**src/hdl/inspect_pkg.sv**
```systemverilog
package inspect_pkg;

   // One payload character
   typedef logic [7:0] byte_t;

   // Stream number, 64 streams
   typedef logic [5:0] stream_id_t;

   // Number of tracked streams
   localparam int NUM_STREAMS = 64;

   // Matcher state
   // Counts pattern characters matched so far, 0 to 4
   typedef logic [2:0] dfa_state_t;

   // Per-rule match count, wraps on overflow
   typedef logic [15:0] count_t;

   // Inspected bytes in the current packet
   typedef logic [15:0] depth_t;

   // Length of the "USER " literal
   localparam int PATTERN_LEN = 5;

   // Packet sequencer states
   typedef enum logic [2:0]
   {
      // Waiting for sop
      SEQ_IDLE,
      // Context load pulse goes out
      SEQ_LOAD,
      // Restored state reaches the DFA
      SEQ_RESTORE,
      // Bytes forwarded until eop
      SEQ_PAYLOAD,
      // End of packet seen, state saved
      SEQ_CLOSE
   } seq_state_t;

endpackage

```
**src/hdl/payload_if.sv**
```systemverilog
interface payload_if;

   import inspect_pkg::*;

   // Payload byte and its strobe
   byte_t      pl_char;
   logic       pl_vld;

   // End of packet, one cycle
   logic       pl_eop;

   // Start of packet context load, one cycle
   logic       load_state;

   // Stream of the current packet, held until the next load
   stream_id_t stream_id;

   // Stream has no saved state yet
   // Only meaningful together with load_state
   logic       new_stream;

   // Sequencer side
   modport src (
      output pl_char, pl_vld, pl_eop, load_state, stream_id, new_stream
   );

   // Rule context side
   modport ctx (
      input  pl_char, pl_vld, pl_eop, load_state, stream_id, new_stream
   );

endinterface

```
**src/hdl/content_inspect_top.sv**
```systemverilog
module content_inspect_top #(
   parameter int MAX_DEPTH = 64
) (
   input  logic                    clk,
   input  logic                    rst_n,
   input  logic                    sop,
   input  inspect_pkg::stream_id_t stream_id,
   input  inspect_pkg::byte_t      byte_in,
   input  logic                    byte_vld,
   input  logic                    eop,
   input  logic                    rule_enable,
   output inspect_pkg::count_t     match_count,
   output logic                    fired
);

   // Byte stream and context controls
   payload_if pl_bus ();

   // Depth limit back to the sequencer
   logic depth_reached;

   packet_sequencer u_seq (
      .clk           (clk),
      .rst_n         (rst_n),
      .sop           (sop),
      .stream_id     (stream_id),
      .byte_in       (byte_in),
      .byte_vld      (byte_vld),
      .eop           (eop),
      .enable        (rule_enable),
      .depth_reached (depth_reached),
      .pl            (pl_bus.src)
   );

   // Restarts at each packet load and counts forwarded bytes
   depth_counter #(
      .MAX_DEPTH (MAX_DEPTH)
   ) u_depth (
      .clk           (clk),
      .rst_n         (rst_n),
      .clear         (pl_bus.load_state),
      .count_en      (pl_bus.pl_vld),
      .depth_reached (depth_reached)
   );

   rule_context u_ctx (
      .clk    (clk),
      .rst_n  (rst_n),
      .pl     (pl_bus.ctx),
      .enable (rule_enable),
      .count  (match_count),
      .fired  (fired)
   );

endmodule

```
**src/hdl/depth_counter.sv**
```systemverilog
module depth_counter #(
   parameter int MAX_DEPTH = 64
) (
   input  logic clk,
   input  logic rst_n,
   input  logic clear,
   input  logic count_en,
   output logic depth_reached
);

   import inspect_pkg::*;

   localparam depth_t LIMIT = depth_t'(MAX_DEPTH);

   // Bytes forwarded in this packet
   depth_t depth_q;

   always_ff @(posedge clk)
   begin
      if (!rst_n)
         depth_q <= '0;
      else if (clear)
         depth_q <= '0;
      else if (count_en && (depth_q != LIMIT))
         depth_q <= depth_q + 1'b1;
   end

   // Also counts the byte on the bus this cycle
   // The sequencer samples the next byte before that one is counted
   assign depth_reached = (depth_q == LIMIT) ||
                          (count_en && (depth_q == LIMIT - 1'b1));

   // Sequencer must stop forwarding at the limit
   a_depth_max: assert property (@(posedge clk) disable iff (!rst_n)
      (depth_q == LIMIT) |-> !count_en);

endmodule

```
**src/hdl/packet_sequencer.sv**
```systemverilog
module packet_sequencer (
   input  logic                    clk,
   input  logic                    rst_n,
   input  logic                    sop,
   input  inspect_pkg::stream_id_t stream_id,
   input  inspect_pkg::byte_t      byte_in,
   input  logic                    byte_vld,
   input  logic                    eop,
   input  logic                    enable,
   input  logic                    depth_reached,
   payload_if.src                  pl
);

   import inspect_pkg::*;

   seq_state_t             state;

   // Streams that already have saved state
   logic [NUM_STREAMS-1:0] seen;

   logic                   start;
   logic                   take_byte;

   // sop only counts while idle
   assign start = (state == SEQ_IDLE) && sop;

   // Forward bytes inside a packet until the depth limit
   assign take_byte = (state == SEQ_PAYLOAD) && byte_vld && !depth_reached;

   // Control state
   always_ff @(posedge clk)
   begin
      if (!rst_n)
      begin
         state         <= SEQ_IDLE;
         seen          <= '0;
         pl.load_state <= 1'b0;
         pl.pl_vld     <= 1'b0;
         pl.pl_eop     <= 1'b0;
      end
      else
      begin
         // Strobes are single-cycle by default
         pl.load_state <= 1'b0;
         pl.pl_vld     <= take_byte;
         pl.pl_eop     <= 1'b0;
         case (state)
            SEQ_IDLE:
            begin
               if (sop)
               begin
                  state         <= SEQ_LOAD;
                  pl.load_state <= 1'b1;
               end
            end
            SEQ_LOAD:
               state <= SEQ_RESTORE;
            SEQ_RESTORE:
               state <= SEQ_PAYLOAD;
            SEQ_PAYLOAD:
            begin
               if (eop)
               begin
                  state     <= SEQ_CLOSE;
                  pl.pl_eop <= 1'b1;
               end
            end
            SEQ_CLOSE:
            begin
               // Same cycle as pl_eop, so enable matches the state save
               if (enable)
                  seen[pl.stream_id] <= 1'b1;
               state <= SEQ_IDLE;
            end
            default:
               state <= SEQ_IDLE;
         endcase
      end
   end

   // Packet context and payload byte
   always_ff @(posedge clk)
   begin
      if (start)
      begin
         pl.stream_id  <= stream_id;
         pl.new_stream <= !seen[stream_id];
      end
      if (take_byte)
         pl.pl_char <= byte_in;
   end

   // Overlapping packets are not supported upstream
   a_sop_idle: assert property (@(posedge clk) disable iff (!rst_n)
      (state == SEQ_IDLE) || !sop);

endmodule

```
**src/hdl/pattern_dfa.sv**
```systemverilog
module pattern_dfa (
   input  logic                    clk,
   input  logic                    rst_n,
   input  inspect_pkg::byte_t      char_in,
   input  logic                    char_in_vld,
   input  inspect_pkg::dfa_state_t state_in,
   input  logic                    state_in_vld,
   output inspect_pkg::dfa_state_t state_out,
   output logic                    accept_out
);

   import inspect_pkg::*;

   // POP3 login command, first character in the top byte
   localparam logic [PATTERN_LEN*8-1:0] PATTERN = "USER ";

   dfa_state_t state_q;
   dfa_state_t state_nxt;
   logic       accept_nxt;

   // Expected character for a given matched-prefix length
   function automatic byte_t pat_char(input dfa_state_t idx);
      byte_t c;
      c = 8'h00;
      for (int i = 0; i < PATTERN_LEN; i++)
      begin
         if (dfa_state_t'(i) == idx)
            c = PATTERN[(PATTERN_LEN - 1 - i) * 8 +: 8];
      end
      return c;
   endfunction

   // Next state for one input byte
   // Only the first character repeats in the literal
   // So the KMP failure link is always to state 1 on 'U', else to 0
   always_comb
   begin
      state_nxt  = state_q;
      accept_nxt = 1'b0;
      if (char_in == pat_char(state_q))
      begin
         if (state_q == dfa_state_t'(PATTERN_LEN - 1))
         begin
            // Full literal seen, start over
            state_nxt  = '0;
            accept_nxt = 1'b1;
         end
         else
            state_nxt = state_q + 1'b1;
      end
      else if (char_in == pat_char('0))
         state_nxt = dfa_state_t'(1);
      else
         state_nxt = '0;
   end

   always_ff @(posedge clk)
   begin
      if (!rst_n)
      begin
         state_q    <= '0;
         accept_out <= 1'b0;
      end
      else
      begin
         accept_out <= 1'b0;
         // A restore wins over a byte in the same cycle
         if (state_in_vld)
            state_q <= state_in;
         else if (char_in_vld)
         begin
            state_q    <= state_nxt;
            accept_out <= accept_nxt;
         end
      end
   end

   assign state_out = state_q;

   // Restored states come from the context memory
   a_state_range: assert property (@(posedge clk) disable iff (!rst_n)
      state_q <= dfa_state_t'(PATTERN_LEN - 1));

endmodule

```
**src/hdl/rule_context.sv**
```systemverilog
module rule_context (
   input  logic                 clk,
   input  logic                 rst_n,
   payload_if.ctx               pl,
   input  logic                 enable,
   output inspect_pkg::count_t  count,
   output logic                 fired
);

   import inspect_pkg::*;

   // Saved matcher state per stream
   dfa_state_t state_mem [NUM_STREAMS];

   // Restore path into the DFA
   dfa_state_t state_in;
   logic       state_in_vld;

   dfa_state_t state_out;
   logic       accept_out;

   // Packet matched at least once
   logic       match_flag;

   pattern_dfa u_dfa (
      .clk          (clk),
      .rst_n        (rst_n),
      .char_in      (pl.pl_char),
      .char_in_vld  (pl.pl_vld),
      .state_in     (state_in),
      .state_in_vld (state_in_vld),
      .state_out    (state_out),
      .accept_out   (accept_out)
   );

   // Restore one cycle after the load pulse
   always_ff @(posedge clk)
   begin
      if (!rst_n)
         state_in_vld <= 1'b0;
      else
         state_in_vld <= pl.load_state;
   end

   // New streams start from the empty prefix
   always_ff @(posedge clk)
   begin
      if (pl.load_state)
      begin
         if (pl.new_stream)
            state_in <= '0;
         else
            state_in <= state_mem[pl.stream_id];
      end
   end

   // Save state at end of packet for enabled rules only
   always_ff @(posedge clk)
   begin
      if (pl.pl_eop && enable)
         state_mem[pl.stream_id] <= state_out;
   end

   // Match flag and count
   always_ff @(posedge clk)
   begin
      if (!rst_n)
      begin
         count      <= '0;
         match_flag <= 1'b0;
      end
      else
      begin
         if (pl.load_state)
            match_flag <= 1'b0;
         if (accept_out)
            match_flag <= 1'b1;
         if (pl.pl_eop)
         begin
            // At most one count per packet
            if (enable)
               count <= count + count_t'(match_flag);
            else
               match_flag <= 1'b0;
         end
      end
   end

   assign fired = match_flag;

   // Load and end of packet come from different sequencer states
   a_load_eop: assert property (@(posedge clk) disable iff (!rst_n)
      !(pl.load_state && pl.pl_eop));

   // Restore must land before any byte reaches the DFA
   a_load_gap: assert property (@(posedge clk) disable iff (!rst_n)
      pl.load_state |=> !pl.pl_vld);

endmodule

```
**config.mk**
```make
export PLATFORM = sky130hd
export DESIGN_NAME = content_inspect_top
export DESIGN_NICKNAME = d
export VERILOG_FILES = /design/src/hdl/inspect_pkg.sv /design/src/hdl/payload_if.sv /design/src/hdl/content_inspect_top.sv /design/src/hdl/depth_counter.sv /design/src/hdl/packet_sequencer.sv /design/src/hdl/pattern_dfa.sv /design/src/hdl/rule_context.sv
export SDC_FILE = /design/constraint.sdc
export NUM_CORES = 1
export LEC_CHECK = 0
export ABC_AREA = 0
export ABC_CLOCK_PERIOD_IN_PS = 2980
export BUFFER_PORTS_ARGS = -buffer_cell sky130_fd_sc_hd__buf_2
export CORE_UTILIZATION = 49
export CTS_CLUSTER_DIAMETER = 150
export DETAILED_ROUTE_END_ITERATION = 12
export PLACE_DENSITY = 0.67
export SYNTH_ARGS = -nofsm -noshare
export SYNTH_HDL_FRONTEND = slang
export SYNTH_SLANG_ARGS = --single-unit
```
**constraint.sdc**
```tcl
create_clock -name clk -period 2.98 [get_ports clk]
set_input_delay 0 -clock clk [delete_from_list [all_inputs] [get_ports clk]]
set_output_delay 0 -clock clk [all_outputs]
set_load 0.02 [all_outputs]
```
* Yosys cells after proc, flatten, opt, wreduce, memory -nomap -nowiden
Memories as Yosys holds them, arrays and structs flattened. A register that Yosys moved wholly into a read port is not among the register bits.
Index checks and enable logic that the tools add are counted.
** Storage, ports and cells
- Flip-flop bits (word level) :: 123
- Latch bits :: 0
- Memory bits (writable) :: 192
- ROM bits :: 0
- Output and inout bits :: 17
- Word-level logic and storage cells :: 87
- Memories :: 1
** Memory list
- u_ctx.state_mem :: words 64, width 3, rd ports 1, clocked after memory_dff 1, wr ports 1, RTL line rule_context.sv:13 : dfa_state_t state_mem [NUM_STREAMS];
** Operators by class
- Add/sub/neg operators :: 3
- $mul :: 0
- Div/mod/pow operators :: 0
- $lt $le $gt $ge :: 3
- Equal/unequal tests :: 16
- Shift-type cells :: 0
- Multiplexer cells :: 26
- Bitwise operators :: 4
- Reduce and logical (&&, ||, !) cells :: 20
** Operators with widths (count)
- 64-bit bitwise OR :: 1
- 8-bit 2-to-1 mux :: 4
- 3-bit 2-to-1 mux :: 6
- 16-bit by 1-bit adder with 16-bit output :: 1
- 16-bit by 1-bit adder with 16-bit output, second input constant :: 1
- 16-bit by 6-bit equality test with 1-bit output, second input constant :: 1
- 16-bit by 7-bit equality test with 1-bit output, second input constant :: 1
- 16-bit by 7-bit != test with 1-bit output, second input constant :: 1
- 6-bit by 7-bit < comparator with 1-bit output, second input constant :: 2
- 1-bit 2-to-1 mux :: 12
- 3-bit one-hot mux with 4 select lines :: 1
- 2-bit AND reduction :: 5
- 8-bit by 7-bit equality test with 1-bit output, second input constant :: 1
- 8-bit equality test :: 1
- 1-bit logical AND :: 7
- 7-bit 2-to-1 mux :: 1
- 1-bit binary-select mux with 6-bit select :: 1
- 1-bit demux with 6-bit select :: 1
- 2-bit by 3-bit equality test with 1-bit output, first input constant :: 2
- 3-bit by 2-bit equality test with 1-bit output, second input constant :: 2
- 3-bit equality test, second input constant :: 2
- 6-bit by 1-bit greater-or-equal comparator with 1-bit output, second input constant :: 1
- 3-bit zero test :: 2
- 2-bit != test, second input constant :: 2
- other kinds (10) :: 13

* Longest topological paths before layout
- Depth after elaboration :: 10
- Gate-level depth with buffers :: 9
- Gate-level depth less buffers :: 8

* Modules after synthesis
From an unflattened synthesis, not the netlist that was laid out.
** Unflattened totals
- Cell total of the unflattened synthesis :: 1055
- Area, all modules :: 13561.8 um^2
** By module, submodules not included
- rule_context :: times used 1, cells an instance 576, area an instance 8685.8 um^2
- packet_sequencer :: times used 1, cells an instance 312, area an instance 3522.1 um^2
- depth_counter :: times used 1, cells an instance 102, area an instance 852.1 um^2
- pattern_dfa :: times used 1, cells an instance 65, area an instance 501.7 um^2

* Least setup slack after synthesis
OpenSTA, ideal clock, no wires.
- Path kind :: register to register
- From :: register u_ctx.u_dfa.state_q[0], in the netlist u_ctx.u_dfa.state_out[0]
- To :: register u_ctx.u_dfa.state_q[1], in the netlist u_ctx.u_dfa.state_out[1]
- Arrival time :: 2911 ps
- Setup slack :: -5 ps
- Cell stages (with the launch flop) :: 10
- Path buffers :: 1
- Path through :: dfxtp_1 inv_1 ha_1 buf_2 a21bo_2 o311a_1 nor4_1 nand4_1 or3_1 o22ai_1
** Between the ends
- Longest elaborated chain between the ends :: 10
- Elaborated cells between the ends (all ways) :: 17
- Those cells by class :: add/sub: 1; eq/ne: 6; mux: 9; reduce/logical: 1
** Ends and longest elaborated chain
- start: declaration :: RTL line pattern_dfa.sv:17 : dfa_state_t state_q;
- start signal: assignment :: RTL line pattern_dfa.sv:69 : state_q <= state_in;
- start signal: assignment :: RTL line pattern_dfa.sv:72 : state_q <= state_nxt;
- 3-bit zero test :: RTL line pattern_dfa.sv:27 : if (dfa_state_t'(i) == idx)
- 7-bit 2-to-1 mux :: RTL line pattern_dfa.sv:27
- 8-bit 2-to-1 mux (4 in series) :: RTL line pattern_dfa.sv:27
- 8-bit equality test :: RTL line pattern_dfa.sv:40 : if (char_in == pat_char(state_q))
- 3-bit 2-to-1 mux (*) :: RTL line pattern_dfa.sv:40
- 3-bit 2-to-1 mux (*) :: RTL line pattern_dfa.sv:70 : else if (char_in_vld)
- 3-bit 2-to-1 mux (*) :: RTL line pattern_dfa.sv:68 : if (state_in_vld)
Every way passes the cells marked *; elsewhere a longest branch is shown, timed or not. The select of a mux whose other input is x is not followed.
A chain may end at the register's enable or synchronous reset.

==> results.txt <==
----------------------------------------------------
[Status]
  Status ... complete, no violations

[Pwr]
  Static Leak ... 5.27 nW
  Total power density per cell area ... 646 mW/mm²
  Largest voltage drop on the vdd net ... 550 µV

[Clock network]
  Number of buffers between clock root and the deepest sink ... 3
  Number of cells upsized or downsized after cts ... 0
  Clock latency on the worst-skew pair ... 0.52 ns
  Count of buffers added by post-CTS timing repair for setup ... 0
  Clock root buffer ... sky130_fd_sc_hd__clkbuf_16
  CTS tree ... built
  Clock buffer count from CTS ... 35
  Count of clock tree sinks ... 318
  Number of levels the H-tree was split into ... 2
  Clock slew at reported path FFs ... 0.06 ns

[Global route]
  Number of antenna violations at the first check in global routing ... 1
  Global-route total usage across every layer ... 0.225
  Sum of overflow across all layers after global routing ... 0
  Number of global-route vias before repair ... 7,924
  First-pass GRT wire length ... 45,700 µm
  Pin count of the biggest net entering global routing ... 66

[STA]
  Setup TNS ... 0 ns
  RSZ-0062 raised after global routing ... false
  Final Skew ... 0.0215 ns
  Final period util ... 0.848
  Clock period minus final worst setup slack ... 2.53 ns
  Total count of hold-check failures in the final report ... 0
  Worst max-slew margin expressed relative to the limit ... 0.282
  Least-Margin Pin Slew ... 1.06 ns
  Pins Over Slew Limit ... 0
  Setup violation total in the final timing report ... 0
  Worst hold slack ... 0.125 ns
  Achievable Freq ... 396 MHz

[Final layout]
  Final core utilization ... 0.576
  # nets final ... 1,092
  Ant. Diodes ... 0
  Area occupied by multi-input gates ... 0.00424 mm²
  Sequential Area ... 0.00847 mm²
  Filler cell count ... 2,034
  Post-synthesis to final-layout area growth ... 15.5%
  Proportion of layout cells with a drive suffix above 1 ... 0.158

[Worst setup path]
  Setup slack, reg-to-reg ... 0.45 ns
  Critical Path, Cell by Cell ... buf_12, buf_4, nor2_1, a22oi_1, nand2_1, o21ai_0, nor3_1, a41oi_1
  Arrival time of the worst setup path ... 2.77 ns
  Source of the worst register-to-register timing path ... u_seq.pl.stream_id[1]
  Start-to-end type of the worst setup path ... reg -> reg
  Delay of the slowest critical-path stage ... 0.61 ns
  Count of cells along the worst register-to-register path ... 8
  Cell family contributing the most delay on the critical path ... simple AND/OR/NAND/NOR gates
  Largest fanout on the critical path ... 28
  Critical path buffer and inverter count ... 2
  Reg2Reg Capture Point ... u_ctx.state_in[1]
  Crit path capture type ... flop
  Crit path launch type ... flop
  Slowest cell on the critical path ... sky130_fd_sc_hd__nor2_1
  Required time of the critical path ... 3.22 ns

[Logic synthesis]
  Number of standard cells after synthesis ... 992
  Most common flop cell mapped by yosys ... sky130_fd_sc_hd__edfxtp_1
  Proportion of synthesized chip area in sequential cells ... 0.652
  Count of different cell masters after synthesis ... 57
  Average size of a mapped cell ... 13.1 µm²
  Async SR Flop Fraction ... 0
  Number of synthesized flops with an enable pin ... 210
  Biggest area contributors in the synthesized netlist ... sky130_fd_sc_hd__edfxtp_1, sky130_fd_sc_hd__dfxtp_1, sky130_fd_sc_hd__nor2_1, sky130_fd_sc_hd__mux4_2, sky130_fd_sc_hd__a21oi_1
  Synth warn ... 0
  Cell with the most instances after synthesis ... sky130_fd_sc_hd__edfxtp_1
  Most area-hungry cell type in the Yosys netlist ... sky130_fd_sc_hd__edfxtp_1
  Cell area after synthesis ... 0.0130 mm²
  Synth Net Count ... 1,021
  Synthesized flop and latch total ... 318
  Post-synth top cells ... sky130_fd_sc_hd__edfxtp_1, sky130_fd_sc_hd__nor2_1, sky130_fd_sc_hd__dfxtp_1
  Top-area cell type share of the netlist area ... 0.485

[Hold path]
  Hold Path Cell Cnt ... 3
  Worst hold endpoint ... u_seq.pl.pl_char[7]
  Hold Startpoint ... byte_vld
  Path class of the lowest-slack min-delay path ... in -> reg

[Floorplan]
  Height of the die ... 165 µm
  Effective utilization at floorplan ... 0.499
  Floorplan core area ... 0.0261 mm²
  Number of cell rows ... 59
  Die Outline Area ... 0.0272 mm²
  Number of ports placed on the die boundary ... 37
  Floorplan die width ... 165 µm

[Job]
  Max-cap violations ... 0

[Routing]
  Pre-Repair DR Iteration Count ... 5
  Wire length per cell after detailed routing ... 21.2 µm
  Via count ... 8,365
  Count of antenna-violating nets left after detailed routing ... 0
  1st-iter DRT viols ... 778
  Total wire length ... 30,200 µm
  Post-detailed-route via-to-cell ratio ... 5.87
  DRC violation count after routing ... 0

[Placed design]
  Half-perimeter wire length after detailed placement ... 18,700 µm
  Final weighted congestion of routability-driven global placement ... 0.823
  Total of buffers placed on input and output ports ... 36

----------------------------------------------------
sequential cells by signal, indices dropped and copies added (netlist names):
register / cells
u_ctx.state_in: 3
u_ctx.state_mem: 192
u_ctx.fired: 1
u_seq.pl.new_stream: 1
u_ctx.state_in_vld: 1
u_ctx.count: 16
u_seq.state: 3
u_seq.pl.load_state: 1
u_seq.seen: 64
u_seq.pl.stream_id: 6
u_seq.pl.pl_eop: 1
u_seq.pl.pl_char: 8
u_depth.depth_q: 16
u_ctx.u_dfa.state_out: 3
u_ctx.u_dfa.accept_out: 1
u_seq.pl.pl_vld: 1
power by group:
part	switching, W	leakage [nW]	total (W)	internal [W]
logic	0.000305	1.87	0.000504	0.000199
registers	0.0000322	2.81	0.00473	0.00470
clock network	0.00175	0.594	0.00447	0.00272
total	0.00209	5.27	0.00970	0.00761
worst max-delay path by stage:
stage                                         from                  endpoint  slack [ns]  cells past startpoint
after floorplan           u_ctx.u_dfa.state_out[2]  u_ctx.u_dfa.state_out[1]        0.03                      8
after CTS                    u_seq.pl.stream_id[2]         u_ctx.state_in[2]        0.51                      7
after global routing         u_seq.pl.stream_id[2]         u_ctx.state_in[1]        0.33                      7
after global placement       u_seq.pl.stream_id[1]         u_ctx.state_in[1]        0.54                      8
after detailed placement     u_seq.pl.stream_id[1]         u_ctx.state_in[1]        0.50                      8
final                        u_seq.pl.stream_id[1]         u_ctx.state_in[1]        0.45                      8
logic make-up (layout without fill, tap and decap cells):
group	Yosys count	after routing	synth area share
XOR/XNOR	26	26	0.0175
flip-flops	318	318	0.652
AO/OA/AOI/OAI	168	168	0.0780
adder cells (fa/ha/maj)	9	9	0.00866
multiplexers	89	89	0.111
AND/OR/NAND/NOR	318	318	0.110
buffers and inverters	64	162	0.0227
stage by stage:
stage / instances / power (W) / cell area, µm² / setup WS (ns)
finish: 1425 / 0.00970 / 15000 / 0.454
global route: 1425 / 0.00997 / 15000 / 0.331
CTS: 1425 / 0.00977 / 15000 / 0.506
detailed placement: 1342 / 0.00530 / 13600 / 0.502
global placement: 1342 / 0.00530 / 13600 / 0.535
floorplan: 992 / 0.00513 / 13000 / 0.0339
area by class of cell:
| class | instances | area share |
|---|---|---|
| clock buffer | 43 | 0.0632 |
| clock inverter | 21 | 0.0170 |
| inverter | 16 | 0.00400 |
| multi-input combinational | 610 | 0.283 |
| sequential | 318 | 0.564 |
| tap | 335 | 0.0279 |
| timing repair buffer | 82 | 0.0407 |
worst reg2reg max path: stages, from the launching register on:
cell,delay (ns)
sky130_fd_sc_hd__edfxtp_1,0.41
sky130_fd_sc_hd__buf_12,0.20
sky130_fd_sc_hd__buf_4,0.23
sky130_fd_sc_hd__nor2_1,0.61
sky130_fd_sc_hd__a22oi_1,0.19
sky130_fd_sc_hd__nand2_1,0.12
sky130_fd_sc_hd__o21ai_0,0.15
sky130_fd_sc_hd__nor3_1,0.19
sky130_fd_sc_hd__a41oi_1,0.14
routing by layer:
layer  global-route usage  wire length (µm)  part of all wire
met5                    0                11           0.00036
met4               0.0796               823             0.027
met3               0.0364              1820             0.060
met2                0.357             14400              0.48
met1                0.314             13100              0.43
layout by cell type (no fill, tap or decap), drive strengths merged, types with 13 or more instances in the layout:
master / count
dfxtp: 108
inv: 18
nor3: 13
mux2i: 39
dlygate4sd3: 19
xor2: 18
buf: 63
nor2: 186
nand2: 36
clkinv: 13
o21ai: 14
nand3: 15
clkbuf: 43
a21oi: 96
edfxtp: 210
mux4: 40
timing repair:
action                                  in CTS  in global routing
endpoints found under the setup margin       0                  0
endpoints found under the hold margin       30                  0
hold buffers                                19                  0
No activity file was read; power rests on OpenSTA's default activity.
